===== config.mk =====
export PLATFORM = sky130hd
export DESIGN_NAME = pe_operand_stage
export DESIGN_NICKNAME = d
export VERILOG_FILES = /design/src/rtl/cb_pkg.sv /design/src/rtl/pe_operand_stage.sv
export SDC_FILE = /design/constraint.sdc
export NUM_CORES = 1
export LEC_CHECK = 0
export ABC_AREA = 1
export BUFFER_PORTS_ARGS = -buffer_cell sky130_fd_sc_hd__buf_2
export CAP_MARGIN = 0
export CORE_AREA = 8 8 145 147
export CTS_BUF_LIST = sky130_fd_sc_hd__clkbuf_16
export DETAILED_ROUTE_END_ITERATION = 8
export DIE_AREA = 0 0 153 155
export HOLD_SLACK_MARGIN = 0.1
export SYNTH_ARGS = -nofsm -noshare
export SYNTH_HDL_FRONTEND = slang
export SYNTH_SLANG_ARGS = --single-unit

===== constraint.sdc =====
create_clock -name clk -period 0.8 [get_ports clk]
set_input_delay 0.08 -clock clk [delete_from_list [all_inputs] [get_ports clk]]
set_output_delay 0.08 -clock clk [all_outputs]
set_load 0.03 [all_outputs]

===== src/rtl/cb_pkg.sv =====
package cb_pkg;

  // ----------------------------------------
  // Bank geometry and host address layout
  // ----------------------------------------
  localparam int CB_LANES      = 4;                  // New-landmark mapping needs four banks.
  localparam int CB_LANE_W     = $clog2(CB_LANES);
  localparam int WB_AW         = 16;
  localparam int MEM_SPACE_BIT = 15;                 // Set for bank memory, clear for registers.
  localparam int REG_AW        = 3;

  // ----------------------------------------
  // Select codes
  // ----------------------------------------
  typedef enum logic [1:0] {
    TGT_NONE = 2'b00,
    TGT_A    = 2'b01,
    TGT_B    = 2'b10,
    TGT_M    = 2'b11
  } cb_target_e;

  typedef enum logic [1:0] {
    MODE_IDLE = 2'b00,
    MODE_POS  = 2'b01,
    MODE_NEG  = 2'b10,
    MODE_NEW  = 2'b11                                // Lanes 2 and 3 are zeroed.
  } cb_mode_e;

  // ----------------------------------------
  // Register window
  // ----------------------------------------
  localparam logic [REG_AW-1:0] REG_ROW    = 3'd0;
  localparam logic [REG_AW-1:0] REG_LEN    = 3'd1;
  localparam logic [REG_AW-1:0] REG_LMK    = 3'd2;
  localparam logic [REG_AW-1:0] REG_GO     = 3'd3;  // Data bits 3:2 target, 1:0 mode.
  localparam logic [REG_AW-1:0] REG_STATUS = 3'd4;  // Bit 0 is busy.

endpackage

===== src/rtl/pe_operand_stage.sv =====
`timescale 1ns/1ps

module pe_operand_stage #(
  parameter int RSA_DW = 16
) (
  input  logic                               clk,
  input  logic                               sys_rst,
  input  logic [cb_pkg::CB_LANES*RSA_DW-1:0] i_a_vec,
  input  logic [cb_pkg::CB_LANES*RSA_DW-1:0] i_b_vec,
  input  logic [cb_pkg::CB_LANES*RSA_DW-1:0] i_m_vec,
  input  logic                               i_row_valid,
  input  logic                               i_row_last,
  input  logic [1:0]                         i_target,
  output logic [cb_pkg::CB_LANES*RSA_DW-1:0] o_a_opnd,
  output logic [cb_pkg::CB_LANES*RSA_DW-1:0] o_b_opnd,
  output logic [cb_pkg::CB_LANES*RSA_DW-1:0] o_m_opnd,
  output logic                               o_opnd_valid,
  output logic [1:0]                         o_opnd_target,
  output logic                               o_opnd_last
);
  import cb_pkg::*;

  // ----------------------------------------
  // Operand register
  // ----------------------------------------
  always_ff @(posedge clk) begin
    if (sys_rst) begin
      o_a_opnd      <= '0;
      o_b_opnd      <= '0;
      o_m_opnd      <= '0;
      o_opnd_valid  <= 1'b0;
      o_opnd_target <= TGT_NONE;
      o_opnd_last   <= 1'b0;
    end else if (i_row_valid) begin
      o_a_opnd      <= i_a_vec;
      o_b_opnd      <= i_b_vec;
      o_m_opnd      <= i_m_vec;
      o_opnd_valid  <= 1'b1;
      o_opnd_target <= i_target;                     // Select is stable for the whole sweep.
      o_opnd_last   <= i_row_last;
    end else begin
      // Host reads also move the bank data, so gaps must not leak it to the array.
      o_a_opnd      <= '0;
      o_b_opnd      <= '0;
      o_m_opnd      <= '0;
      o_opnd_valid  <= 1'b0;
      o_opnd_target <= TGT_NONE;
      o_opnd_last   <= 1'b0;
    end
  end

endmodule


# [Word-level counts from Yosys, hierarchy flattened]
# Index checks and enable logic that the tools add are counted.
[word_totals] regBits=196 latch_bits=0 ramBits=0 mem_bits_ro=0 output_inout_bits=196 word_cells=9 memories=0
[classes] addsub=0 n_mul=0 div=0 n_lt_le_gt_ge=0 eq_ne=0 shift=0 muxes=1 n_bitwise=1 reduce_logical=1
[op_table] op="$reduce_or A2 Y1" count=1
[op_table] op="$mux W1" count=1
[op_table] op="$not A1 Y1" count=1

# [Depth between registers and ports, before layout]
[depth] word_depth=2 ltp_mapped=5

# [Worst setup path before layout]
# No wires, ideal clock.
[synth_path] path_kind="input port to flip-flop" from="input port sys_rst" to="register o_a_opnd[21] (netlist bit)" setup_time_ns=0.111 arrival_time_ns=0.537 required_time_ns=0.689 path_slack_ns=0.152 stages=5 cell_sequence="inv_1 nand2_2 buf_4 buf_6 nor2_1"
[synth_between] elab_chain_len=1
[synth_lines] element="from (decl)" line="pe_operand_stage.sv:7" rtl="input logic sys_rst,"
[synth_lines] element="$reduce_or A2 Y1 (no source line)"
[synth_lines] element="to (signal assigned)" line="pe_operand_stage.sv:35" rtl="o_a_opnd <= i_a_vec;"
[synth_lines] element="to (decl)" line="pe_operand_stage.sv:14" rtl="output logic [cb_pkg::CB_LANES*RSA_DW-1:0] o_a_opnd,"
# Every way passes these cells.
# A chain may end at the register's enable or synchronous reset.

# [Final worst setup path]
[layout_path] from="register o_a_opnd[29] (netlist bit)" to="output port o_a_opnd[29] (netlist bit)"
# No word-level cell between the ends.

==> results.md <==
- CP Cell Sequence: buf_6
- Port Buffer Count: between 300 and 400
- FP Rows: 51
- Leakage power: between 6 and 7 nW
- Syn_nets: roughly 810
- CTS H-tree depth: 4
- Most Crowded Layer GR: met2
- Setup violators final: 196
- CTS Buf Count: 17
- Arrival @ worst endpoint: around 0.90 ns
- Critical Path Source Type: flip-flop
- Met2 usage: around a third
- Num Clock Sinks: 196
- Final worst slack: -0.184 ns
- WL per Instance: 15.2 um
- Leading area contributor after synthesis: dfxtp_1
- WL final: about 22000 um
- CP bufs+invs: 1
- Total GRT Usage: a little under a fifth
- Ports: 394
- # diodes: 0
- Vias in the first global route: around 6500
- CP Data Required Time: slightly above 0.7 ns
- Effective utilization at floorplan: a little under 30%
- Largest net degree at the start of global routing: 65
- Syn Std Cell Area: 0.00557 mm^2
- CP Class: flip-flop to primary output
- Design Area, Final: 0.0118 mm^2
- Final Wtd Congestion: about 0.77
- Full die area: 0.0237 mm^2
- Vias/cell: between 3 and 4
- Avg Cell Area, Syn: 9.12 um^2
- Slowest stage delay, CP: about 0.35 ns
- Max-slew headroom: 81.1%
- Setup bufs post-CTS: 0
- Grt met1 use: between 10% and 20%
- Via count: ~5700
- Clk root buf: clkbuf_16
- Met3 Use GR: 7.43%
- Initial drt markers: 147
- Top cell type's share of synthesized area: a little over two thirds
- Gate Count Post-Synth: slightly above 600
- WHS: approximately 0.13 ns
- Core area: roughly 0.019 mm^2
- Max rail drop VDD: roughly 1.4 mV
- Crit share post-route: 123%
- Yosys cell types: 7
- Remaining Overflow, GRT: 0
- Min-delay worst type: input port to flip-flop
- Final critical-path required period: slightly below 1 ns
- Synthesis-to-layout area growth: 112%
- Pins Over Slew Limit: 0
- CTS tree: done
- Tightest Pin Transition: ~0.28 ns
- Crit Path Max Fanout: 1
- Cell with the largest stage delay on the worst path: dfxtp_2
- Post-DP HPWL: approximately 13000 um
- Post-DP Area: around 0.0078 mm^2
- Worst-path clk slew: 0.08 ns
- Flops & latches, synth: 196
- Pwr/cell area: ~1900 mW/mm^2
- Max cap viols: 0
- Yosys warning total: 0
- Fraction of layout cells with a size suffix above 1: 51.7%
- Clock Path Buffers: 2
- Unrepaired setup endpoints after global routing: true
- Drc violations: 0
- Worst Setup End Kind: primary output
- Area contributors post-synth: dfxtp_1, inv_1, nor2_1
- Dpl ws: -0.0730 ns
- Die width: 153 um
- Post-DRT Antenna Nets: 0
- Fmax: ~1.0 GHz
- Status: finished with violations
- First-pass GRT wire length: around 34000 um
- Tot Pwr: between 20 and 25 mW
- Crit-path leading delay family: flip-flops
- DR pass1 iterations: 4
- Die Y-Extent: about 160 um
- Sequential-to-total area share from yosys stat: 70.5%
- Final hold vios: 0
- Initial antenna violation count: 1
- Failing checks: negative setup slack
- Layout net count: 1402
power by group:
| part | internal [mW] | switching (mW) |
|---|---|---|
| clock | 4.15 | 4.06 |
| sequential | 10.2 | 0.191 |
| combinational | 1.87 | 1.73 |
layout make-up:
| class | count | area (um^2) |
|---|---|---|
| tap | 238 | 298 |
| fill | 1390 | 7180 |
| timing repair buffer | 596 | 5240 |
| clock inverter | 15 | 145 |
| clock buffer | 17 | 425 |
| sequential | 196 | 4170 |
| multi-input combinational | 196 | 752 |
| inverter | 197 | 739 |
cells in the mapped netlist, drive strengths merged:
library cell  count
buf              21
dfxtp           196
inv             197
nand2             1
nor2            195
final timing paths:
path               startpoint  depth (start not counted)  slack [ns]                       to
max   o_a_opnd[29]$_SDFF_PP0_                          1       -0.18             o_a_opnd[29]
min               i_row_valid                          4        0.13  o_a_opnd[29]$_SDFF_PP0_
layer usage:
layer,share of wire [%],vias up
li1,-,2818
met1,34,2527
met2,53,277
met3,8.2,64
met4,4.2,2
met5,0.059,-
through the flow:
stage,util (%),cells,TNS [ns]
after floorplan,-,610,0
after global placement,41.0,1228,-2.95
after detailed placement,41.0,1228,-3.47
after CTS,62.1,1455,-34.35
after global routing,62.1,1455,-37.58
final,62.1,1455,-29.56
flip-flops by register name, indices dropped and copies added, names as in the netlist:
name / cells
o_opnd_target: 2
o_opnd_last: 1
o_m_opnd: 64
o_a_opnd: 64
o_b_opnd: 64
o_opnd_valid: 1
what timing repair did:
action	4_1_cts	5_1_grt
pin swaps	0	0
setup endpoints to repair	196	196
gates resized for setup	588	0
endpoints found under the hold margin	195	0
hold buffers	195	0
placed cells by master, fill, tap and decap left out, drive strengths merged:
| master | Yosys | final |
|---|---|---|
| buf | 21 | 401 |
| clkbuf | 0 | 17 |
| clkinv | 0 | 5 |
| clkinvlp | 0 | 2 |
| dfxtp | 196 | 196 |
| dlygate4sd3 | 0 | 195 |
| inv | 197 | 205 |
| nand2 | 1 | 1 |
| nor2 | 195 | 195 |
kinds of logic (layout without fill, tap and decap cells):
kind of cell | count (synthesis) | in the layout | synth area share (%)
buffers and inverters | 218 | 825 | 16.2
DFF | 196 | 196 | 70.5
and+or+nand+nor | 196 | 196 | 13.3
(Power assumes the default switching activity.)
