**config.mk**
```make
export PLATFORM = sky130hd
export DESIGN_NAME = cb_douta_map
export DESIGN_NICKNAME = d
export VERILOG_FILES = /design/src/rtl/cb_pkg.sv /design/src/rtl/cb_douta_map.sv
export SDC_FILE = /design/constraint.sdc
export NUM_CORES = 1
export LEC_CHECK = 0
export ABC_AREA = 1
export ABC_CLOCK_PERIOD_IN_PS = 2200
export BUFFER_PORTS_ARGS = -buffer_cell sky130_fd_sc_hd__buf_2
export CORE_MARGIN = 4
export CORE_UTILIZATION = 35
export DETAILED_ROUTE_END_ITERATION = 8
export PLACE_DENSITY = 0.57
export SLEW_MARGIN = 20
export SYNTH_ARGS = -nofsm -noshare
export SYNTH_HDL_FRONTEND = slang
export SYNTH_SLANG_ARGS = --single-unit
```
**constraint.sdc**
```tcl
create_clock -name clk -period 2.2 [get_ports clk]
set_input_delay 0.33 -clock clk [delete_from_list [all_inputs] [get_ports clk]]
set_output_delay 0.33 -clock clk [all_outputs]
set_load 0.05 [all_outputs]
```
**src/rtl/cb_pkg.sv**
```systemverilog
package cb_pkg;

  // ----------------------------------------
  // Bank geometry and host address layout
  // ----------------------------------------
  localparam int CB_LANES      = 4;                  // New-landmark mapping needs four banks.
  localparam int CB_LANE_W     = $clog2(CB_LANES);
  localparam int WB_AW         = 16;
  localparam int MEM_SPACE_BIT = 15;                 // Set for bank memory, clear for registers.
  localparam int REG_AW        = 3;

  // ----------------------------------------
  // Select codes
  // ----------------------------------------
  typedef enum logic [1:0] {
    TGT_NONE = 2'b00,
    TGT_A    = 2'b01,
    TGT_B    = 2'b10,
    TGT_M    = 2'b11
  } cb_target_e;

  typedef enum logic [1:0] {
    MODE_IDLE = 2'b00,
    MODE_POS  = 2'b01,
    MODE_NEG  = 2'b10,
    MODE_NEW  = 2'b11                                // Lanes 2 and 3 are zeroed.
  } cb_mode_e;

  // ----------------------------------------
  // Register window
  // ----------------------------------------
  localparam logic [REG_AW-1:0] REG_ROW    = 3'd0;
  localparam logic [REG_AW-1:0] REG_LEN    = 3'd1;
  localparam logic [REG_AW-1:0] REG_LMK    = 3'd2;
  localparam logic [REG_AW-1:0] REG_GO     = 3'd3;  // Data bits 3:2 target, 1:0 mode.
  localparam logic [REG_AW-1:0] REG_STATUS = 3'd4;  // Bit 0 is busy.

endpackage
```
**src/rtl/cb_douta_map.sv**
```systemverilog
`timescale 1ns/1ps

module cb_douta_map #(
  parameter int RSA_DW  = 16,
  parameter int ROW_LEN = 10
) (
  input  logic                               clk,
  input  logic                               sys_rst,
  input  logic [3:0]                         i_cb_douta_sel,
  input  logic [ROW_LEN-1:0]                 i_landmark_num,
  input  logic [cb_pkg::CB_LANES*RSA_DW-1:0] i_cb_douta,
  output logic [cb_pkg::CB_LANES*RSA_DW-1:0] o_a_cb_douta,
  output logic [cb_pkg::CB_LANES*RSA_DW-1:0] o_b_cb_douta,
  output logic [cb_pkg::CB_LANES*RSA_DW-1:0] o_m_cb_douta
);
  import cb_pkg::*;

  localparam int VW = CB_LANES * RSA_DW;

  cb_target_e        target;
  cb_mode_e          mode;
  logic [RSA_DW-1:0] lane_in  [CB_LANES];
  logic [RSA_DW-1:0] lane_out [CB_LANES];
  logic [VW-1:0]     mapped;

  assign target = cb_target_e'(i_cb_douta_sel[3:2]);
  assign mode   = cb_mode_e'(i_cb_douta_sel[1:0]);

  // ----------------------------------------
  // Lane reordering
  // ----------------------------------------
  always_comb begin
    for (int i = 0; i < CB_LANES; i++) begin
      lane_in[i]  = i_cb_douta[i*RSA_DW +: RSA_DW];
      lane_out[i] = '0;                                // Idle mode leaves every lane zero.
    end
    case (mode)
      MODE_POS: begin
        for (int i = 0; i < CB_LANES; i++)
          lane_out[i] = lane_in[i];
      end
      MODE_NEG: begin
        for (int i = 0; i < CB_LANES; i++)
          lane_out[i] = lane_in[CB_LANES-1-i];
      end
      MODE_NEW: begin
        // The landmark's low bits pick the bank pair, upper lanes stay zero.
        case (i_landmark_num[1:0])
          2'b11: begin
            lane_out[0] = lane_in[0];
            lane_out[1] = lane_in[1];
          end
          2'b00: begin
            lane_out[0] = lane_in[2];
            lane_out[1] = lane_in[3];
          end
          2'b01: begin
            lane_out[0] = lane_in[3];
            lane_out[1] = lane_in[2];
          end
          default: begin
            lane_out[0] = lane_in[1];
            lane_out[1] = lane_in[0];
          end
        endcase
      end
      default: ;
    endcase
    for (int i = 0; i < CB_LANES; i++)
      mapped[i*RSA_DW +: RSA_DW] = lane_out[i];
  end

  // ----------------------------------------
  // Per-target output registers
  // ----------------------------------------
  always_ff @(posedge clk) begin
    if (sys_rst) begin
      o_a_cb_douta <= '0;
      o_b_cb_douta <= '0;
      o_m_cb_douta <= '0;
    end else begin
      o_a_cb_douta <= (target == TGT_A) ? mapped : '0; // Only the addressed target loads.
      o_b_cb_douta <= (target == TGT_B) ? mapped : '0;
      o_m_cb_douta <= (target == TGT_M) ? mapped : '0;
    end
  end

endmodule

```
Yosys cells after proc, flatten, opt, wreduce, memory -nomap -nowiden:

Cells that the tools add are included.

* $add $sub $neg: 0
* $mul: 0
* divide/modulo/power cells: 0
* $lt $le $gt $ge: 0
* equality and inequality tests: 8
* shift-type cells: 0
* muxes and demuxes: 3
* bitwise logic cells: 3
* reductions and logical operators: 4

Operators with widths (count)
* 32-bit case mux with 3 select lines: 2
* 32-bit case mux with 2 select lines: 1
* 2-bit equality test (second input constant): 5
* 2-bit by 1-bit equality test with 1-bit output (second input constant): 3
* 2-bit OR reduction: 3
* 1-bit inverter: 3
* 2-bit zero test: 1

* register bits: 192
* bits in latches: 0
* RAM bits: 0
* ROM bits: 0
* input port bits: 80
* output and inout bits: 192
* word-level logic and storage cells: 21
* memories: 0

Longest topological paths before layout:

* depth in word-level cells: 3
* mapped depth: 10
* mapped depth without buffers: 9

Worst setup path after synthesis:

No wires, ideal clock.

* path kind: input-to-reg
* start point: input i_cb_douta_sel[0]
* end point: register o_a_cb_douta[10] in the netlist's numbering
* library setup time: 0.128 ns
* data arrival time: 1.306 ns
* required time: 2.072 ns
* path slack: 0.766 ns
* stages: 9
* buffers on the path: 1
* cell sequence: inv_1 > ha_1 > clkinv_1 > clkbuf_1 > o22ai_1 > inv_1 > nand2_1 > nand2_1 > nor2_1

* longest elaborated chain between the ends: 2
* elaborated cells between the ends (all ways): 4
* classes of those cells: 3 x eq/ne; 1 x mux

Ends and longest elaborated chain
* start: declaration: line cb_douta_map.sv:9 `input logic [3:0] i_cb_douta_sel,`
* 2-bit equality test / 2-bit by 1-bit equality test with 1-bit output (equally long branches): line cb_douta_map.sv:37 `case (mode)`
* 32-bit case mux with 3 select lines *: line cb_douta_map.sv:37
* end signal: assignment: line cb_douta_map.sv:82 `o_a_cb_douta <= (target == TGT_A) ? mapped : '0;`
* end: declaration: line cb_douta_map.sv:12 `output logic [cb_pkg::CB_LANES*RSA_DW-1:0] o_a_cb_douta,`

Every way passes the cells marked *; elsewhere a longest branch is shown, timed or not.
A chain may end at the register's enable or synchronous reset.

Final worst setup path:

* start point: input i_cb_douta_sel[0]
* end point: register o_b_cb_douta[34] in the netlist's numbering

* longest elaborated chain between the ends: 2
* elaborated cells between the ends (all ways): 3
* classes of those cells: 2 x eq/ne; 1 x mux

Ends and longest elaborated chain
* 2-bit equality test / 2-bit by 1-bit equality test with 1-bit output (equally long branches): line cb_douta_map.sv:37
* 32-bit case mux with 2 select lines *: line cb_douta_map.sv:37
* end signal: assignment: line cb_douta_map.sv:83 `o_b_cb_douta <= (target == TGT_B) ? mapped : '0;`
* end: declaration: line cb_douta_map.sv:13 `output logic [cb_pkg::CB_LANES*RSA_DW-1:0] o_b_cb_douta,`

Marks and branches as above.

==> results.toml <==
[cts]
cts_hold_buf = 0
cts.htree.levels = 4
cts_sinks = 192
cts_tree = "yes"
postCtsSetupBuffers = 0
root_buffer = "clkbuf_16"
clockBufferDepth = 2
numCtsBuffers = 17
cts_resized = 0
cts.clk_slew.worst_paths_ps = 70

[global_route]
grt_max_degree = 65
first_global_vias = 6457
grt_overflow = 0
antenna_found_initial = 10
globalRouteTotalUtil_pct = 21.3
grt_first_pass_wirelength_um = 36600

[routing]
drt_iter0_drc = 443
finalWirelength_um = 24600
vias = 6946
via_per_inst = 4.60
drc_errors = 0
routedWlPerCell_um = 16.2
ant_nets = 0
first_pass_iters = 4

[yosys]
syn_area_per_cell_um2 = 7.23
netlist.area_leader.share_pct = 53.9
netlist.top_cell.by_area = "dfxtp_1"
synthesis.area_um2 = 7130
synth_most_common_cell = "nand2_1"
yosysSeqAreaShare_pct = 53.9
async_reset_ff_share_pct = 0
syn_inst = 986
synth_edf_count = 0
yosysUniqueCellTypes = 14
syn_nets = 1070
ys_seq_elements = 192
ys.warnings.count = 0
yosys-top-cells-area = "dfxtp_1 54%, nand2_1 13%, nor2_1 10%"
synth_common_cells = "250 x nand2_1, 194 x nor2_1, 192 x dfxtp_1"
ys.flop_type = "dfxtp_1"

[power]
seq_power_share_pct = 46.6
power_density_nw_per_um2 = 810
p_int_mw = 5.52
pwr-share-comb_pct = 13.4
peakVddDrop_mv = 0.519
switchingPower_mw = 2.08
clkPwrFrac_pct = 40.0
swShare_pct = 27.4
p_leak_nw = 4.97

[floorplanning]
die-height_um = 151
fp-row-count = 51
dieWidth_um = 151
initial_utilization_pct = 36.2
io_pins = 272
core_um2 = 19700
fp.dieArea_um2 = 22700

[sta]
maxSlewHeadroom_pct = 53.9
period_share_pct = 70.7
hold_viol_final = 0
fmax_mhz = 643
rsz0062_at_grt = "false"
fin_tns_setup_ps = 0
period_needed_ps = 1560
drv_slew = 0
worstMarginPinSlew_ps = 691
setup_viol = 0

[placement]
dp.cells = 1479
gp_congestion = 0.900
place_hpwl_um = 18200
postPlaceCellArea_um2 = 8810
io_buffers = 263

[job]
max_cap_viol_count = 0

[layout]
fin_area_um2 = 9390
drive_gt1_share_pct = 25.8
synthToLayoutAreaGrowth_pct = 31.7
fin_cells = 1511
n_fill_cell = 2047
nets = 1317
regArea_um2 = 3840
multi_input_area_um2 = 2610

[setup_path]
crit_arrival_ps = 1910
critPathKind = "in -> reg"
setup.worst_path.start_class = "primary input"
worstPathCellList = "buf_2, inv_1, ha_1, clkinv_1, buf_4, o21ai_0, nand2_1, nor2_1"
critPathMaxStageDelay_ps = 410
worstSetupEndpointType = "flop"
crit_fanout = 8
required_ps = 2560
cp_slowest_cell = "o21ai_0"

[min_path]
hold_path_class = "in -> reg"

[status]
outcome = "complete, no violations"
logic make-up after synthesis:
kind of cell / share of synthesized area [%]
AO/OA/AOI/OAI: 7.41
adder cells (fa/ha/maj): 0.702
buffers and inverters: 9.74
flip-flops: 53.9
AND/OR/NAND/NOR: 28.2
sequential cells by signal (all words and copies together), names as in the netlist:
register      cells
o_a_cb_douta     64
o_b_cb_douta     64
o_m_cb_douta     64
layout make-up:
type / instances / share of cell area [%]
inverter: 124 / 4.96
clock inverter: 11 / 1.37
multi-input combinational: 612 / 27.8
tap: 265 / 3.53
sequential: 192 / 40.9
antenna: 1 / 0.0267
clock buffer: 20 / 4.76
timing repair buffer: 286 / 16.7
per-layer routing:
metal  vias up  share of wire, %  track usage [%]  routed length (µm)
li1       3500                 -                -                   -
met3        45               9.3             7.74                2290
met4        18               2.7             7.66                 653
met1      3129                44             27.9               10700
met2       254                44             32.2               10800
met5         -              0.38                0                  93
power by group through the flow:
stage	registers [mW]	clock network, mW	logic, mW
floorplan	3.84	0	0.450
global placement	3.63	0	1.02
detailed placement	3.63	0	1.02
CTS	3.55	3.10	1.02
global route	3.55	3.25	1.12
finish	3.55	3.04	1.02
critical path: cells and delay by family:
| kind | cells | cell delay (ps) |
|---|---|---|
| AOI/OAI and AO/OA | 1 | 410 |
| and+or+nand+nor | 2 | 320 |
| buffers and inverters | 4 | 680 |
| adders and majority gates | 1 | 170 |
worst paths after layout:
path	startpoint	endpoint	slack, ps	cells after the start
max	i_cb_douta_sel[0]	o_b_cb_douta[34]	640	8
min	i_cb_douta[40]	o_b_cb_douta[40]	340	5
per-stage QoR:
stage / util [%] / power, mW / hold slack (ps) / setup WS [ps]
floorplan: - / 4.29 / 593 / 766
global placement: 44.7 / 4.64 / 765 / 316
detailed placement: 44.7 / 4.65 / 768 / 263
CTS: 47.6 / 7.67 / 327 / 710
global route: 47.6 / 7.92 / 369 / 586
finish: 47.6 / 7.60 / 344 / 644
layout by cell type (no fill, tap or decap):
master,instances
nand3_2,2
clkinv_1,2
bufinv_16,2
nand2_1,249
clkbuf_16,17
inv_6,4
ha_1,4
inv_2,1
clkbuf_8,1
inv_1,121
nand2_2,1
nor2_4,1
clkbuf_1,2
buf_4,17
clkinv_4,1
diode_2,1
buf_12,6
nand3_1,65
nor2_1,193
o21ai_0,58
o22ai_1,38
nor2_2,1
clkinvlp_4,2
buf_2,263
clkinv_2,2
dfxtp_1,192
Note: power is estimated with default switching activity, not from simulation.
