<file path="config.mk">
export PLATFORM = sky130hd
export DESIGN_NAME = cb_sweep_ctrl
export DESIGN_NICKNAME = d
export VERILOG_FILES = /design/src/rtl/cb_pkg.sv /design/src/rtl/cb_sweep_ctrl.sv
export SDC_FILE = /design/constraint.sdc
export NUM_CORES = 1
export LEC_CHECK = 0
export BUFFER_PORTS_ARGS = -buffer_cell sky130_fd_sc_hd__buf_4
export CORE_ASPECT_RATIO = 1.25
export CORE_MARGIN = 8
export CORE_UTILIZATION = 56
export DETAILED_ROUTE_END_ITERATION = 7
export GPL_TIMING_DRIVEN = 1
export MAX_ROUTING_LAYER = met4
export PLACE_DENSITY_LB_ADDON = 0.2
export SLEW_MARGIN = 20
export SYNTH_ARGS = -nofsm -noshare
export SYNTH_HDL_FRONTEND = slang
export SYNTH_SLANG_ARGS = --single-unit
</file>
<file path="constraint.sdc">
create_clock -name clk -period 4.2 [get_ports clk]
set_input_delay 0.42 -clock clk [delete_from_list [all_inputs] [get_ports clk]]
set_output_delay 0.42 -clock clk [all_outputs]
set_load 0.02 [all_outputs]
</file>
<file path="src/rtl/cb_pkg.sv">
package cb_pkg;

  // ----------------------------------------
  // Bank geometry and host address layout
  // ----------------------------------------
  localparam int CB_LANES      = 4;                  // New-landmark mapping needs four banks.
  localparam int CB_LANE_W     = $clog2(CB_LANES);
  localparam int WB_AW         = 16;
  localparam int MEM_SPACE_BIT = 15;                 // Set for bank memory, clear for registers.
  localparam int REG_AW        = 3;

  // ----------------------------------------
  // Select codes
  // ----------------------------------------
  typedef enum logic [1:0] {
    TGT_NONE = 2'b00,
    TGT_A    = 2'b01,
    TGT_B    = 2'b10,
    TGT_M    = 2'b11
  } cb_target_e;

  typedef enum logic [1:0] {
    MODE_IDLE = 2'b00,
    MODE_POS  = 2'b01,
    MODE_NEG  = 2'b10,
    MODE_NEW  = 2'b11                                // Lanes 2 and 3 are zeroed.
  } cb_mode_e;

  // ----------------------------------------
  // Register window
  // ----------------------------------------
  localparam logic [REG_AW-1:0] REG_ROW    = 3'd0;
  localparam logic [REG_AW-1:0] REG_LEN    = 3'd1;
  localparam logic [REG_AW-1:0] REG_LMK    = 3'd2;
  localparam logic [REG_AW-1:0] REG_GO     = 3'd3;  // Data bits 3:2 target, 1:0 mode.
  localparam logic [REG_AW-1:0] REG_STATUS = 3'd4;  // Bit 0 is busy.

endpackage
</file>
<file path="src/rtl/cb_sweep_ctrl.sv">
`timescale 1ns/1ps

module cb_sweep_ctrl #(
  parameter int RSA_DW  = 16,
  parameter int ROW_LEN = 10
) (
  input  logic                               clk,
  input  logic                               sys_rst,
  input  logic                               i_wb_cyc,
  input  logic                               i_wb_stb,
  input  logic                               i_wb_we,
  input  logic [cb_pkg::WB_AW-1:0]           i_wb_adr,
  input  logic [RSA_DW-1:0]                  i_wb_dat,
  output logic [RSA_DW-1:0]                  o_wb_dat,
  output logic                               o_wb_ack,
  input  logic [cb_pkg::CB_LANES*RSA_DW-1:0] i_bank_rdata,
  output logic [ROW_LEN-1:0]                 o_bank_addr,
  output logic                               o_bank_we,
  output logic [cb_pkg::CB_LANE_W-1:0]       o_bank_wlane,
  output logic [RSA_DW-1:0]                  o_bank_wdata,
  output logic [3:0]                         o_map_sel,
  output logic [ROW_LEN-1:0]                 o_landmark_num,
  output logic                               o_row_valid,
  output logic                               o_row_last
);
  import cb_pkg::*;

  typedef enum logic [1:0] {ST_IDLE, ST_SWEEP, ST_DRAIN} state_e;

  state_e              state_q;
  logic [ROW_LEN-1:0]  start_q;
  logic [ROW_LEN-1:0]  len_q;
  logic [ROW_LEN-1:0]  lmk_q;
  logic [3:0]          sel_q;
  logic [ROW_LEN-1:0]  row_ptr_q;
  logic [ROW_LEN-1:0]  cnt_q;
  logic [ROW_LEN-1:0]  lmk_act_q;
  logic                rd_pend_q;
  logic [1:0]          row_v_q;
  logic [1:0]          row_l_q;
  logic [REG_AW-1:0]   reg_off;
  logic [RSA_DW-1:0]   reg_rdata;
  logic                busy;
  logic                req;
  logic                is_mem;
  logic                acc;
  logic                mem_rd;
  logic                reg_wr;
  logic                go_start;
  logic                issue;

  // ----------------------------------------
  // Host decode
  // ----------------------------------------
  assign busy    = (state_q != ST_IDLE);
  assign is_mem  = i_wb_adr[MEM_SPACE_BIT];
  assign reg_off = i_wb_adr[REG_AW-1:0];
  assign req     = i_wb_cyc && i_wb_stb && !o_wb_ack && !rd_pend_q; // One transfer in flight.
  // Bank traffic and a new GO wait until the pipeline has drained.
  assign acc      = req && !(busy && (is_mem || (i_wb_we && reg_off == REG_GO)));
  assign mem_rd   = acc && is_mem && !i_wb_we;
  assign reg_wr   = acc && !is_mem && i_wb_we;
  assign go_start = reg_wr && (reg_off == REG_GO) && (i_wb_dat[3:2] != TGT_NONE);
  assign issue    = (state_q == ST_SWEEP);

  assign o_bank_addr  = issue ? row_ptr_q : i_wb_adr[ROW_LEN+1:2];
  assign o_bank_we    = acc && is_mem && i_wb_we;
  assign o_bank_wlane = i_wb_adr[CB_LANE_W-1:0];
  assign o_bank_wdata = i_wb_dat;

  always_comb begin
    case (reg_off)
      REG_ROW:    reg_rdata = RSA_DW'(start_q);
      REG_LEN:    reg_rdata = RSA_DW'(len_q);
      REG_LMK:    reg_rdata = RSA_DW'(lmk_q);
      REG_GO:     reg_rdata = RSA_DW'(sel_q);
      REG_STATUS: reg_rdata = RSA_DW'(busy);
      default:    reg_rdata = '0;
    endcase
  end

  always_ff @(posedge clk) begin
    if (sys_rst) begin
      o_wb_ack  <= 1'b0;
      rd_pend_q <= 1'b0;
    end else begin
      rd_pend_q <= mem_rd;
      o_wb_ack  <= (acc && !mem_rd) || rd_pend_q; // Bank reads wait for the registered row.
    end
  end

  always_ff @(posedge clk) begin
    if (rd_pend_q)
      o_wb_dat <= i_bank_rdata[i_wb_adr[CB_LANE_W-1:0]*RSA_DW +: RSA_DW];
    else if (acc && !is_mem && !i_wb_we)
      o_wb_dat <= reg_rdata;
  end

  // ----------------------------------------
  // Command registers and sweep FSM
  // ----------------------------------------
  always_ff @(posedge clk) begin
    if (sys_rst) begin
      state_q   <= ST_IDLE;
      start_q   <= '0;
      len_q     <= '0;
      lmk_q     <= '0;
      sel_q     <= '0;
      row_ptr_q <= '0;
      cnt_q     <= '0;
      lmk_act_q <= '0;
    end else begin
      if (reg_wr) begin
        case (reg_off)
          REG_ROW: start_q <= i_wb_dat[ROW_LEN-1:0];
          REG_LEN: len_q   <= i_wb_dat[ROW_LEN-1:0];
          REG_LMK: lmk_q   <= i_wb_dat[ROW_LEN-1:0];
          REG_GO:  sel_q   <= i_wb_dat[3:0];
          default: ;
        endcase
      end
      case (state_q)
        ST_IDLE: begin
          if (go_start) begin
            row_ptr_q <= start_q;
            lmk_act_q <= lmk_q;                        // Held for the whole sweep.
            if (len_q == '0) begin
              state_q <= ST_DRAIN;
              cnt_q   <= ROW_LEN'(2);
            end else begin
              state_q <= ST_SWEEP;
              cnt_q   <= len_q;
            end
          end
        end
        ST_SWEEP: begin
          row_ptr_q <= row_ptr_q + 1'b1;
          cnt_q     <= cnt_q - 1'b1;
          if (cnt_q == ROW_LEN'(1)) begin
            state_q <= ST_DRAIN;
            cnt_q   <= ROW_LEN'(2);                    // Two stages still hold rows.
          end
        end
        ST_DRAIN: begin
          cnt_q <= cnt_q - 1'b1;
          if (cnt_q == ROW_LEN'(1))
            state_q <= ST_IDLE;
        end
        default: state_q <= ST_IDLE;
      endcase
    end
  end

  // Select and landmark line up with the bank data, row flags with the map output.
  always_ff @(posedge clk) begin
    if (sys_rst) begin
      row_v_q        <= '0;
      row_l_q        <= '0;
      o_map_sel      <= '0;
      o_landmark_num <= '0;
    end else begin
      row_v_q        <= {row_v_q[0], issue};
      row_l_q        <= {row_l_q[0], issue && (cnt_q == ROW_LEN'(1))};
      o_map_sel      <= sel_q;
      o_landmark_num <= lmk_act_q;
    end
  end

  assign o_row_valid = row_v_q[1];
  assign o_row_last  = row_l_q[1];

endmodule

</file>
After elaboration in Yosys (flattened, before gate mapping)
Cells that the tools add are included.

word-level totals
  flip-flop bits (word level) = 102
  input port bits = 101
  output and inout bits = 62
  word-level logic and storage cells = 83

cells by class
  add/sub/neg operators = 2
  eq/ne operators = 10
  shift operators = 1
  muxes and demuxes = 15
  reductions and logical operators = 40

operator list
  kind                                                  count
  variable part select 64 x 7 -> 16 bit                 1
  2-to-1 mux 10 bit                                     5
  case mux 10 bit (5 select lines)                      1
  2-to-1 mux 16 bit                                     2
  case mux 10 bit (3 select lines)                      1
  case mux 10 bit (2 select lines)                      1
  logical AND 1 bit                                     16
  AND reduction 2 bit                                   7
  adder 10 x 1 -> 10 bit, second input constant         1
  equality test 10 x 1 -> 1 bit, second input constant  1
  logical NOT 10 bit                                    1
  subtractor 10 x 1 -> 10 bit, second input constant    1
  2-to-1 mux 2 bit                                      4
  nonzero test 2 bit                                    4
  equality test 3 x 2 -> 1 bit, second input constant   2
  logical NOT 1 bit                                     6
  case mux 2 bit (3 select lines)                       1
  inequality test 2 bit, second input constant          2
  equality test 3 x 1 -> 1 bit, second input constant   1
  equality test 3 bit, second input constant            1
  logical NOT 3 bit                                     1
  AND reduction 3 bit                                   1
  nonzero test 3 bit                                    1
  equality test 2 x 1 -> 1 bit, second input constant   1
  other kinds (4)                                       5

Longest topological paths before layout
Gate-level depths: netlist of run 1.

  depth in word-level cells = 12
  gate-level depth with buffers = 10
  gate-level depth less buffers = 7

Worst setup path after synthesis of run 1
No wires, ideal clock.

  kind = register to register
  start = register o_wb_ack
  end = register o_wb_dat[0] (enable)
  setup time = 0.415 ns
  arrival = 1.936 ns
  required time = 3.785 ns
  setup slack = 1.849 ns
  stages on the path, launching flop included = 3
  buffers on the path = 0
  clock period less this slack = 2.351 ns
  path through = dfxtp_1 > nand4bb_4 > o31ai_1

on the way
  cells in the longest elaborated chain, start to end = 7

ends and longest elaborated chain
  what                                 RTL line             text
  start: declaration                   cb_sweep_ctrl.sv:15  output logic o_wb_ack,
  start signal: assignment             cb_sweep_ctrl.sv:88  o_wb_ack <= (acc && !mem_rd) || rd_pend_q;
  logical NOT 1 bit                    cb_sweep_ctrl.sv:58  assign req = i_wb_cyc && i_wb_stb && !o_wb_ack && !rd_pend_q;
  logical AND 1 bit (2 in a row)       cb_sweep_ctrl.sv:58
  logical AND 1 bit                    cb_sweep_ctrl.sv:60  assign acc = req && !(busy && (is_mem || (i_wb_we && reg_off == REG_GO)));
  logical AND 1 bit (2 in a row)       cb_sweep_ctrl.sv:95  else if (acc && !is_mem && !i_wb_we)
  nonzero test 2 bit (no source line)  n/a
  end signal: assignment               cb_sweep_ctrl.sv:94  o_wb_dat <= i_bank_rdata[i_wb_adr[CB_LANE_W-1:0]*RSA_DW +: RSA_DW];
  end signal: assignment               cb_sweep_ctrl.sv:96  o_wb_dat <= reg_rdata;
  end: declaration                     cb_sweep_ctrl.sv:14  output logic [RSA_DW-1:0] o_wb_dat,

Every way passes these cells.
A chain may end at the register's enable or synchronous reset.

Worst setup path in the final report of run 1
  start = register rd_pend_q
  end = register len_q[4]

on the way
  cells in the longest elaborated chain, start to end = 6

ends and longest elaborated chain
  what                                  RTL line              text
  start: declaration                    cb_sweep_ctrl.sv:38   logic rd_pend_q;
  start signal: assignment              cb_sweep_ctrl.sv:87   rd_pend_q <= mem_rd;
  logical NOT 1 bit                     cb_sweep_ctrl.sv:58
  logical AND 1 bit                     cb_sweep_ctrl.sv:58
  logical AND 1 bit                     cb_sweep_ctrl.sv:60
  logical AND 1 bit (2 in a row)        cb_sweep_ctrl.sv:62   assign reg_wr = acc && !is_mem && i_wb_we;
  AND reduction 2 bit (no source line)  n/a
  end signal: assignment                cb_sweep_ctrl.sv:116  REG_LEN: len_q <= i_wb_dat[ROW_LEN-1:0];
  end: declaration                      cb_sweep_ctrl.sv:32   logic [ROW_LEN-1:0] len_q;

Every way passes these cells.

==> impl_metrics.ini, run 1 <==
[setup_path]
critPathTopFamily = simple AND/OR/NAND/NOR gates
critPathBufInv = 0
worstPathCellList = nand4bb_4, or3_4, nor3b_2, mux2i_1, nor2_1
worst_setup_path_end_kind = flip-flop
crit_type = flip-flop to flip-flop
start_kind = flip-flop
max_stage_delay_ns = 0.84
crit_path_max_fanout = 20
slowest_stage = nor3b_2
worstPathArrival_ns = 2.84
cp.required_ns = 4.41

[placed_design]
place_congestion = 0.836
dpl_cell_area_sq_um = 6260
dp_hpwl_um = 10600
io_buffers = 147

[clock_network]
clock-sinks = 102
clk-insertion-delay-late_ns = 0.35
cts_buffer_depth = 2
cts_buffers = 9
postCtsResizedCells = 0
clkTransAtPathRegs_ns = 0.07
h-tree-depth = 3
cts_tree = built
cts_setup_buffers = 0
cts_root_buf = clkbuf_16
hold_buffers = 0

[synthesis]
synthCells = 541
synth.most_common_cell = dfxtp_1
synth_edf_count = 16
ys_seq_area_share_pct = 42.0
synth_ff_type = dfxtp_1
syn_avg_cell_area_sq_um = 9.68
synth_top_area_share_pct = 32.9
yosys_register_bits = 102
netlist_area_sq_um = 5240
synth_fp_nets = 648
yosys-top-cells-count = dfxtp_1 (86), nor2_1 (62), nand2_1 (45), mux2i_1 (43), a21oi_1 (36)
synth_top_cell_by_area = dfxtp_1
ys_top_cells_by_area = dfxtp_1 (33%), edfxtp_1 (9.2%), mux2i_1 (8.2%)
yosysWarnings = 0
async_flop_share_pct = 0
synth_cell_type_count = 58

[sta]
slew_headroom_pct = 30.4
fin_crit_ns = 2.64
hold_viol_final = 0
setup_viol_count_final = 0
tightest_slew_ns = 1.04
fmax_mhz = 379
finalCritPeriodShare_pct = 62.8
slew_viol_final = 0
grt_setup_unrepaired = no
skew_ns = 0.00686
fin_setup_tns_ns = 0

[detailed_routing]
wirelength_um = 14300
met2_length_um = 7110
routed-wl-met3_um = 1170
route.detailed.drc = 0
avgViaCountPerCell = 5.74
first_pass_iters = 4
met1_length_um = 5750
dr.max_layer_used = met4
vias = 4463
ant_nets = 0
drtIter0Drc = 271
wl_per_cell_um = 18.4

[power]
power_leakage_uw = 0.00254
p_total_uw = 2090
irDropWorstVdd_uv = 230
power_density_nw_per_um2 = 319

[floorplan]
num_rows = 39
io-pin-count = 163
initial_utilization_pct = 57.4
dieArea_sq_um = 12700
core_area_sq_um = 9130
die_y_um = 124
die_x_um = 103

[global_routing]
grt_first_pass_wirelength_um = 22000
grt_use_total_pct = 22.9
antenna_found_initial = 0
grt_start_max_net_pins = 91
grt_pass1_vias = 4342
grt-ovfl-total = 0

[worst_hold_path]
hp-class = input port to flip-flop

[cells_and_area]
syn2layout_area_growth_pct = 25.2
design_area_sq_um = 6560
drive_gt1_share_pct = 32.1
nets = 756
num_antenna_cells = 0

[status]
status = completed

[flow_run]
max_cap_viol_count = 0
-- path summary, 6_finish.rpt --
check,from,slack [ns],end,cells after the start
worst min register to register,row_v_q[0]$_SDFF_PP0_,0.44,row_v_q[1]$_SDFF_PP0_,1
worst min-delay path,i_wb_we,0.26,rd_pend_q$_SDFF_PP0_,2
worst max register to register,rd_pend_q$_SDFF_PP0_,1.56,len_q[4]$_SDFFE_PP0P_,5
worst max-delay path,rd_pend_q$_SDFF_PP0_,1.56,len_q[4]$_SDFFE_PP0P_,5
-- flip-flops by register name, summed over array words and instances, names as in the netlist --
signal / cells
row_ptr_q: 10
o_map_sel: 4
rd_pend_q: 1
state_q: 2
o_landmark_num: 10
lmk_act_q: 10
cnt_q: 10
row_v_q: 2
start_q: 10
lmk_q: 10
len_q: 10
sel_q: 4
o_wb_dat: 16
o_wb_ack: 1
row_l_q: 2
-- per-layer routing --
metal | vias to the layer above | track usage, %
li1 | 2147 | -
met1 | 2134 | 26.9
met4 | 0 | 9.29
met3 | 17 | 3.97
met2 | 165 | 38.0
met5 | - | -
-- cells by family after synthesis --
| group | share of synthesized area [%] |
|---|---|
| AOI/OAI and AO/OA | 12.9 |
| muxes | 19.0 |
| DFF | 42.0 |
| adders and majority gates | 1.43 |
| and+or+nand+nor | 18.2 |
| buffers and inverters | 6.47 |
-- cells in the final DEF (no fill, tap or decap), types with 2 or more instances in the layout --
master	count
and2_1	6
clkinv_4	2
o21ai_0	24
nor4_1	6
edfxtp_1	16
nor2_1	62
inv_8	2
nor3_1	11
nand2b_1	6
or2_1	2
inv_1	14
o32ai_1	7
o21a_1	3
ha_1	6
o22ai_1	4
nor4_2	2
buf_4	152
a211oi_1	3
nand2_1	45
clkbuf_16	10
nand3_1	7
or4_1	4
mux4_2	19
mux2i_1	43
a31oi_1	3
dfxtp_1	86
a22o_1	9
mux2_2	12
a21oi_1	36
nor2b_1	21
-- metrics by stage --
stage / setup WS [ns] / utilization (%) / instances / hold WS [ns]
floorplan: 1.85 / - / 541 / 0.414
global placement: 1.69 / 68.6 / 761 / 0.417
detailed placement: 1.59 / 68.6 / 761 / 0.424
CTS: 1.57 / 71.9 / 777 / 0.261
global route: 1.45 / 71.9 / 777 / 0.278
finish: 1.56 / 71.9 / 777 / 0.264
-- power by group --
group	leakage [uW]	internal [uW]	total, uW	switching, uW
Clock	0.000145	446	828	382
Sequential	0.000829	999	1010	6.36
Combinational	0.00156	131	260	129
-- cell type report --
class	instances	area, sq um
Multi-Input combinational cell	370	2710
Fill cell	682	2570
Sequential cell	102	2200
Timing Repair Buffer	152	1140
Clock buffer	10	250
Tap cell	123	154
Inverter	14	52.6
Clock inverter	6	51.3
(Power assumes the default switching activity.)
==> inputs of run 2 (changes only) <==
--- a/config.mk
+++ b/config.mk
@@ -5,10 +5,11 @@
 export SDC_FILE = /design/constraint.sdc
 export NUM_CORES = 1
 export LEC_CHECK = 0
+export ABC_AREA = 1
 export BUFFER_PORTS_ARGS = -buffer_cell sky130_fd_sc_hd__buf_4
 export CORE_ASPECT_RATIO = 1.25
 export CORE_MARGIN = 8
-export CORE_UTILIZATION = 56
+export CORE_UTILIZATION = 51
 export DETAILED_ROUTE_END_ITERATION = 7
 export GPL_TIMING_DRIVEN = 1
 export MAX_ROUTING_LAYER = met4
==> constraint.sdc (replaced) <==
create_clock -name clk -period 2.5 [get_ports clk]
set_input_delay 0.25 -clock clk [delete_from_list [all_inputs] [get_ports clk]]
set_output_delay 0.25 -clock clk [all_outputs]
set_load 0.02 [all_outputs]
==> impl_metrics.ini, run 2 <==
[floorplan]
core_area_sq_um = 9950
io-pin-count = 163
initial_utilization_pct = 51.8
die_y_um = 128
die_x_um = 106
dieArea_sq_um = 13600
num_rows = 41

[cells_and_area]
syn2layout_area_growth_pct = 26.4
num_antenna_cells = 0
largest_register_ffs = 16
layout_commonest_cell = buf_4
layout_common_cells = buf_4 (156), nor2_1 (142), nand2_1 (102)
drive_gt1_share_pct = 23.4
nets = 934
largest_register = o_wb_dat

[clock_network]
clkTransAtPathRegs_ns = 0.08
h-tree-depth = 3
clock-sinks = 102
cts_tree = built
clk-insertion-delay-late_ns = 0.35
postCtsResizedCells = 0
cts_buffer_depth = 2
hold_buffers = 0
cts_buffers = 9
cts_setup_buffers = 0
cts_root_buf = clkbuf_16

[power]
comb_power_share_pct = 13.4
power_density_nw_per_um2 = 566
power_leakage_uw = 0.00280
irDropWorstVdd_uv = 383
power_switching_uw = 960
p_seq_share_pct = 46.1
p_clk_share_pct = 40.5
p_total_uw = 3690
switching_share_pct = 26.0
p_int_uw = 2730

[sta]
tightest_slew_ns = 0.905
skew_ns = 0.00902
setup_viol_count_final = 0
worst_slack_ns = 0.244
slew_viol_final = 0
hold_viol_final = 0
grt_setup_unrepaired = no
fin_setup_tns_ns = 0
slew_headroom_pct = 39.6
fin_crit_ns = 2.26
finalCritPeriodShare_pct = 90.3
fmax_mhz = 443

[global_routing]
grt_pass1_vias = 4862
grt-ovfl-total = 0
grt_use_total_pct = 22.5
grt_first_pass_wirelength_um = 24200
antenna_found_initial = 0
grt_start_max_net_pins = 40

[detailed_routing]
drtIter0Drc = 327
wl_per_cell_um = 16.0
route.detailed.drc = 0
routed-wl-met3_um = 942
ant_nets = 0
dr.max_layer_used = met4
met1_length_um = 6160
first_pass_iters = 5
met2_length_um = 7940
wirelength_um = 15400
vias = 5176
avgViaCountPerCell = 5.39

[setup_path]
cpMostUsedCell = nor2_1
worst-r2r-cell-count = 10
crit_type = flip-flop to flip-flop
r2r_slack_ns = 0.24
max_stage_delay_ns = 0.35
worstPathCellList = inv_1, ha_1, inv_1, o21ai_1, nand3_1, nor2_1, nand2_1, clkinv_1, nor2_1, nor2_1
start_kind = flip-flop
crit_path_max_fanout = 11
worst_setup_path_end_kind = flip-flop
worstPathArrival_ns = 2.53
cp.required_ns = 2.77
slowest_stage = ha_1

[synthesis]
synth_edf_count = 16
syn_avg_cell_area_sq_um = 7.23
yosys-top-cells-count = nor2_1 (142), nand2_1 (102), dfxtp_1 (86), o21ai_0 (66), nand3_1 (64)
async_flop_share_pct = 0
ys_seq_area_share_pct = 42.7
ys_top_cells_by_area = dfxtp_1 (33%), nor2_1 (10%), edfxtp_1 (9.3%)
yosysWarnings = 0
synth_fp_nets = 820
synth_cell_type_count = 39
netlist_area_sq_um = 5160
synthCells = 713
synth.most_common_cell = nor2_1
synth_top_area_share_pct = 33.4
yosys_register_bits = 102
synth_ff_type = dfxtp_1
synth_top_cell_by_area = dfxtp_1

[placed_design]
dpl_worst_slack_ns = 0.272
io_buffers = 147
dp_hpwl_um = 11900
place_congestion = 0.924

[worst_hold_path]
hp-class = input port to flip-flop
min_path_cells = 3

[flow_run]
max_cap_viol_count = 0

[status]
status = completed
==> run 2: cell count changes after synthesis, moves of 19 or more <==
cell and delta:
mux2i_1 -43, inv_1 +44, nor2_1 +80, nand2_1 +57
o21ai_0 +42, mux4_2 -19, nor2b_1 -21, nand3_1 +57
==> run 2: layer usage <==
layer | GRT usage, % | vias to the layer above
met1 | 24.6 | 2382
met2 | 39.7 | 190
li1 | - | 2577
met3 | 4.50 | 27
met4 | 7.97 | 0
met5 | - | -
==> run 2: worst max-delay path: cells and delay by family (launching register included) <==
family | cells | cell delay (ns)
AO/OA/AOI/OAI | 1 | 0.14
adder cells (fa/ha/maj) | 1 | 0.35
buffers and inverters | 3 | 0.55
flip-flops | 1 | 0.33
AND/OR/NAND/NOR | 5 | 0.81
==> run 2: final cells by class <==
cell class | count | area (sq um)
clock inverters | 6 | 81.3
fillers | 873 | 3430
well taps | 129 | 161
multi-input cells | 491 | 2410
inverters | 67 | 251
flip-flops and latches | 102 | 2200
clock buffers | 10 | 239
repair buffers | 156 | 1170
==> run 2: power groups by stage <==
stage                     sequential, uW  clock, uW  combinational, uW
after detailed placement            1740          0                491
after floorplan                     1740          0                293
after global routing                1700       1590                538
after global placement              1740          0                480
final                               1700       1490                495
after CTS                           1700       1520                493
==> run 2: kinds of logic (layout without fill, tap and decap cells) <==
kind of cell,Yosys count,count (layout),share of synthesized area (%)
buffers and inverters,120,239,10.5
and+or+nand+nor,330,330,27.5
adders and majority gates,6,6,1.46
AOI/OAI and AO/OA,148,148,16.7
xor gates and xnor gates,7,7,1.19
DFF,102,102,42.7
==> run 2: worst paths after layout <==
| check | from | to |
|---|---|---|
| worst max-delay path | state_q[1]$_SDFFE_PP0P_ | lmk_q[3]$_SDFFE_PP0P_ |
| worst min-delay path | i_wb_adr[15] | rd_pend_q$_SDFF_PP0_ |
| worst max register to register | state_q[1]$_SDFFE_PP0P_ | lmk_q[3]$_SDFFE_PP0P_ |
| worst min register to register | row_v_q[0]$_SDFF_PP0_ | row_v_q[1]$_SDFF_PP0_ |
==> run 2: metrics by stage <==
| stage | std cells | area [sq um] | utilization (%) | hold WS (ns) |
|---|---|---|---|---|
| 2_1_floorplan | 713 | 5160 | - | 0.381 |
| 6_report | 961 | 6520 | 65.5 | 0.204 |
| 3_5_place_dp | 945 | 6200 | 62.3 | 0.399 |
| 5_1_grt | 961 | 6520 | 65.5 | 0.199 |
| 4_1_cts | 961 | 6520 | 65.5 | 0.193 |
| 3_3_place_gp | 945 | 6200 | 62.3 | 0.394 |
==> inputs of run 3 (changes only) <==
--- a/config.mk
+++ b/config.mk
@@ -9,7 +9,7 @@
 export BUFFER_PORTS_ARGS = -buffer_cell sky130_fd_sc_hd__buf_4
 export CORE_ASPECT_RATIO = 1.25
 export CORE_MARGIN = 8
-export CORE_UTILIZATION = 51
+export CORE_UTILIZATION = 46
 export DETAILED_ROUTE_END_ITERATION = 7
 export GPL_TIMING_DRIVEN = 1
 export MAX_ROUTING_LAYER = met4
==> constraint.sdc (replaced) <==
create_clock -name clk -period 2.04 [get_ports clk]
set_input_delay 0.204 -clock clk [delete_from_list [all_inputs] [get_ports clk]]
set_output_delay 0.204 -clock clk [all_outputs]
set_load 0.02 [all_outputs]
==> impl_metrics.ini, run 3 (same netlist as run 2, synthesis figures left out) <==
[setup_path]
crit_path_max_fanout = 6
cp.required_ns = 2.28
r2r_slack_ns = 0.09
start_kind = flip-flop
worst_setup_path_end_kind = flip-flop
crit_type = flip-flop to flip-flop
r2r_start = state_q[0]$_SDFFE_PP0P_
r2r_end = len_q[0]$_SDFFE_PP0P_
worst-r2r-cell-count = 10
worstPathArrival_ns = 2.19

[floorplan]
num_rows = 43
die_y_um = 134
die_x_um = 111
dieArea_sq_um = 14900
initial_utilization_pct = 46.8
core_area_sq_um = 11000
io-pin-count = 163

[detailed_routing]
vias = 5310
wl_per_cell_um = 16.6
route.detailed.drc = 0
first_pass_iters = 8
drtIter0Drc = 417
avgViaCountPerCell = 5.40
ant_nets = 0
wirelength_um = 16400

[cells_and_area]
num_antenna_cells = 0
largest_register = o_wb_dat
syn2layout_area_growth_pct = 30.1
drive_gt1_share_pct = 25.8
nets = 951
largest_register_ffs = 16
ff_latch_area_sq_um = 2200
layout_commonest_cell = buf_4
multi_input_area_sq_um = 2430
design_area_sq_um = 6710
layout_common_cells = buf_4 (170), nor2_1 (141), nand2_1 (100)
fillers = 1037

[global_routing]
grt_start_max_net_pins = 41
grt_pass1_vias = 5193
antenna_found_initial = 0
grt_first_pass_wirelength_um = 26200
grt-ovfl-total = 0
grt_use_total_pct = 22.1

[sta]
finalCritPeriodShare_pct = 95.5
tightest_slew_ns = 0.725
fin_setup_tns_ns = 0
slew_viol_final = 0
fmax_mhz = 513
grt_setup_unrepaired = yes
skew_ns = 0.00835
slew_headroom_pct = 51.6
fin_crit_ns = 1.95
setup_viol_count_final = 0
hold_viol_final = 0

[worst_hold_path]
hp-class = input port to flip-flop
hp-start = i_wb_adr[15]
min_to = rd_pend_q$_SDFF_PP0_
min_path_cells = 3

[clock_network]
clk-insertion-delay-late_ns = 0.36
cts_setup_buffers = 0
h-tree-depth = 3
cts_root_buf = clkbuf_16
cts_buffer_depth = 2
cts_tree = built
clock-sinks = 102
cts_buffers = 9
clkTransAtPathRegs_ns = 0.08

[placed_design]
dpl_cell_area_sq_um = 6360
place_congestion = 0.894
dp_hpwl_um = 12700
io_buffers = 147

[power]
power_density_nw_per_um2 = 669
p_total_uw = 4490
power_leakage_uw = 0.00289
irDropWorstVdd_uv = 376

[flow_run]
max_cap_viol_count = 0

[status]
status = completed
-- run 3: changes by cell type in the layout (fill, tap and decap cells not counted), sizes merged --
cell,previous run,this run
clkinv,4,7
buf,156,173
inv,68,65
clkbuf,10,9
bufinv,1,0
clkinvlp,0,2
-- run 3: worst max-delay path by stage --
| stage | startpoint | endpoint | cells past startpoint |
|---|---|---|---|
| floorplan | state_q[1]$_SDFFE_PP0P_ | o_bank_addr[1] | 7 |
| global placement | i_wb_adr[1] | len_q[3]$_SDFFE_PP0P_ | 8 |
| detailed placement | i_wb_adr[1] | len_q[2]$_SDFFE_PP0P_ | 8 |
| CTS | state_q[1]$_SDFFE_PP0P_ | o_bank_addr[0] | 7 |
| global route | state_q[0]$_SDFFE_PP0P_ | len_q[0]$_SDFFE_PP0P_ | 10 |
| finish | state_q[0]$_SDFFE_PP0P_ | len_q[0]$_SDFFE_PP0P_ | 10 |
-- run 3: timing repair --
item	CTS	global route
hold buffers	0	0
gates resized for setup	0	9
setup endpoints to repair	0	26
-- run 3: power by group --
part	switching (uW)	total, uW	internal (uW)
registers	19.2	2080	2060
logic	362	655	293
clock network	866	1750	881
total	1250	4490	3240
-- run 3: layer usage --
metal	share of wire (%)	track usage (%)	up-vias
met5	0	-	-
met4	3.1	9.41	0
met3	5.7	4.16	43
met2	52	38.7	220
met1	39	24.0	2439
li1	-	-	2608
-- run 3: final cells by class --
type | instances | area share (%)
Tap cell | 135 | 2.52
Clock inverter | 7 | 1.32
Inverter | 67 | 3.86
Clock buffer | 9 | 3.36
Timing Repair Buffer | 173 | 19.9
Sequential cell | 102 | 32.8
Multi-Input combinational cell | 491 | 36.2
-- run 3: critical path, cell delays in order (launching register included) --
cell and delay [ns]:
dfxtp_1 0.33, inv_1 0.09, ha_1 0.28, inv_1 0.09, o21ai_1 0.12, nand3_1 0.14, nor2_2 0.20, nand2_1 0.13
buf_4 0.18, o21ai_0 0.19, nor2_1 0.08
-- run 3: per-stage QoR --
| step | cells | setup slack, ns | util (%) | hold slack, ns |
|---|---|---|---|---|
| 4_1_cts | 984 | 0.0360 | 60.5 | 0.134 |
| 2_1_floorplan | 713 | 0.0399 | - | 0.335 |
| 6_report | 984 | 0.0922 | 60.8 | 0.141 |
| 3_3_place_gp | 968 | 0.0592 | 57.7 | 0.395 |
| 5_1_grt | 984 | -0.0205 | 60.8 | 0.153 |
| 3_5_place_dp | 968 | -0.0198 | 57.7 | 0.404 |
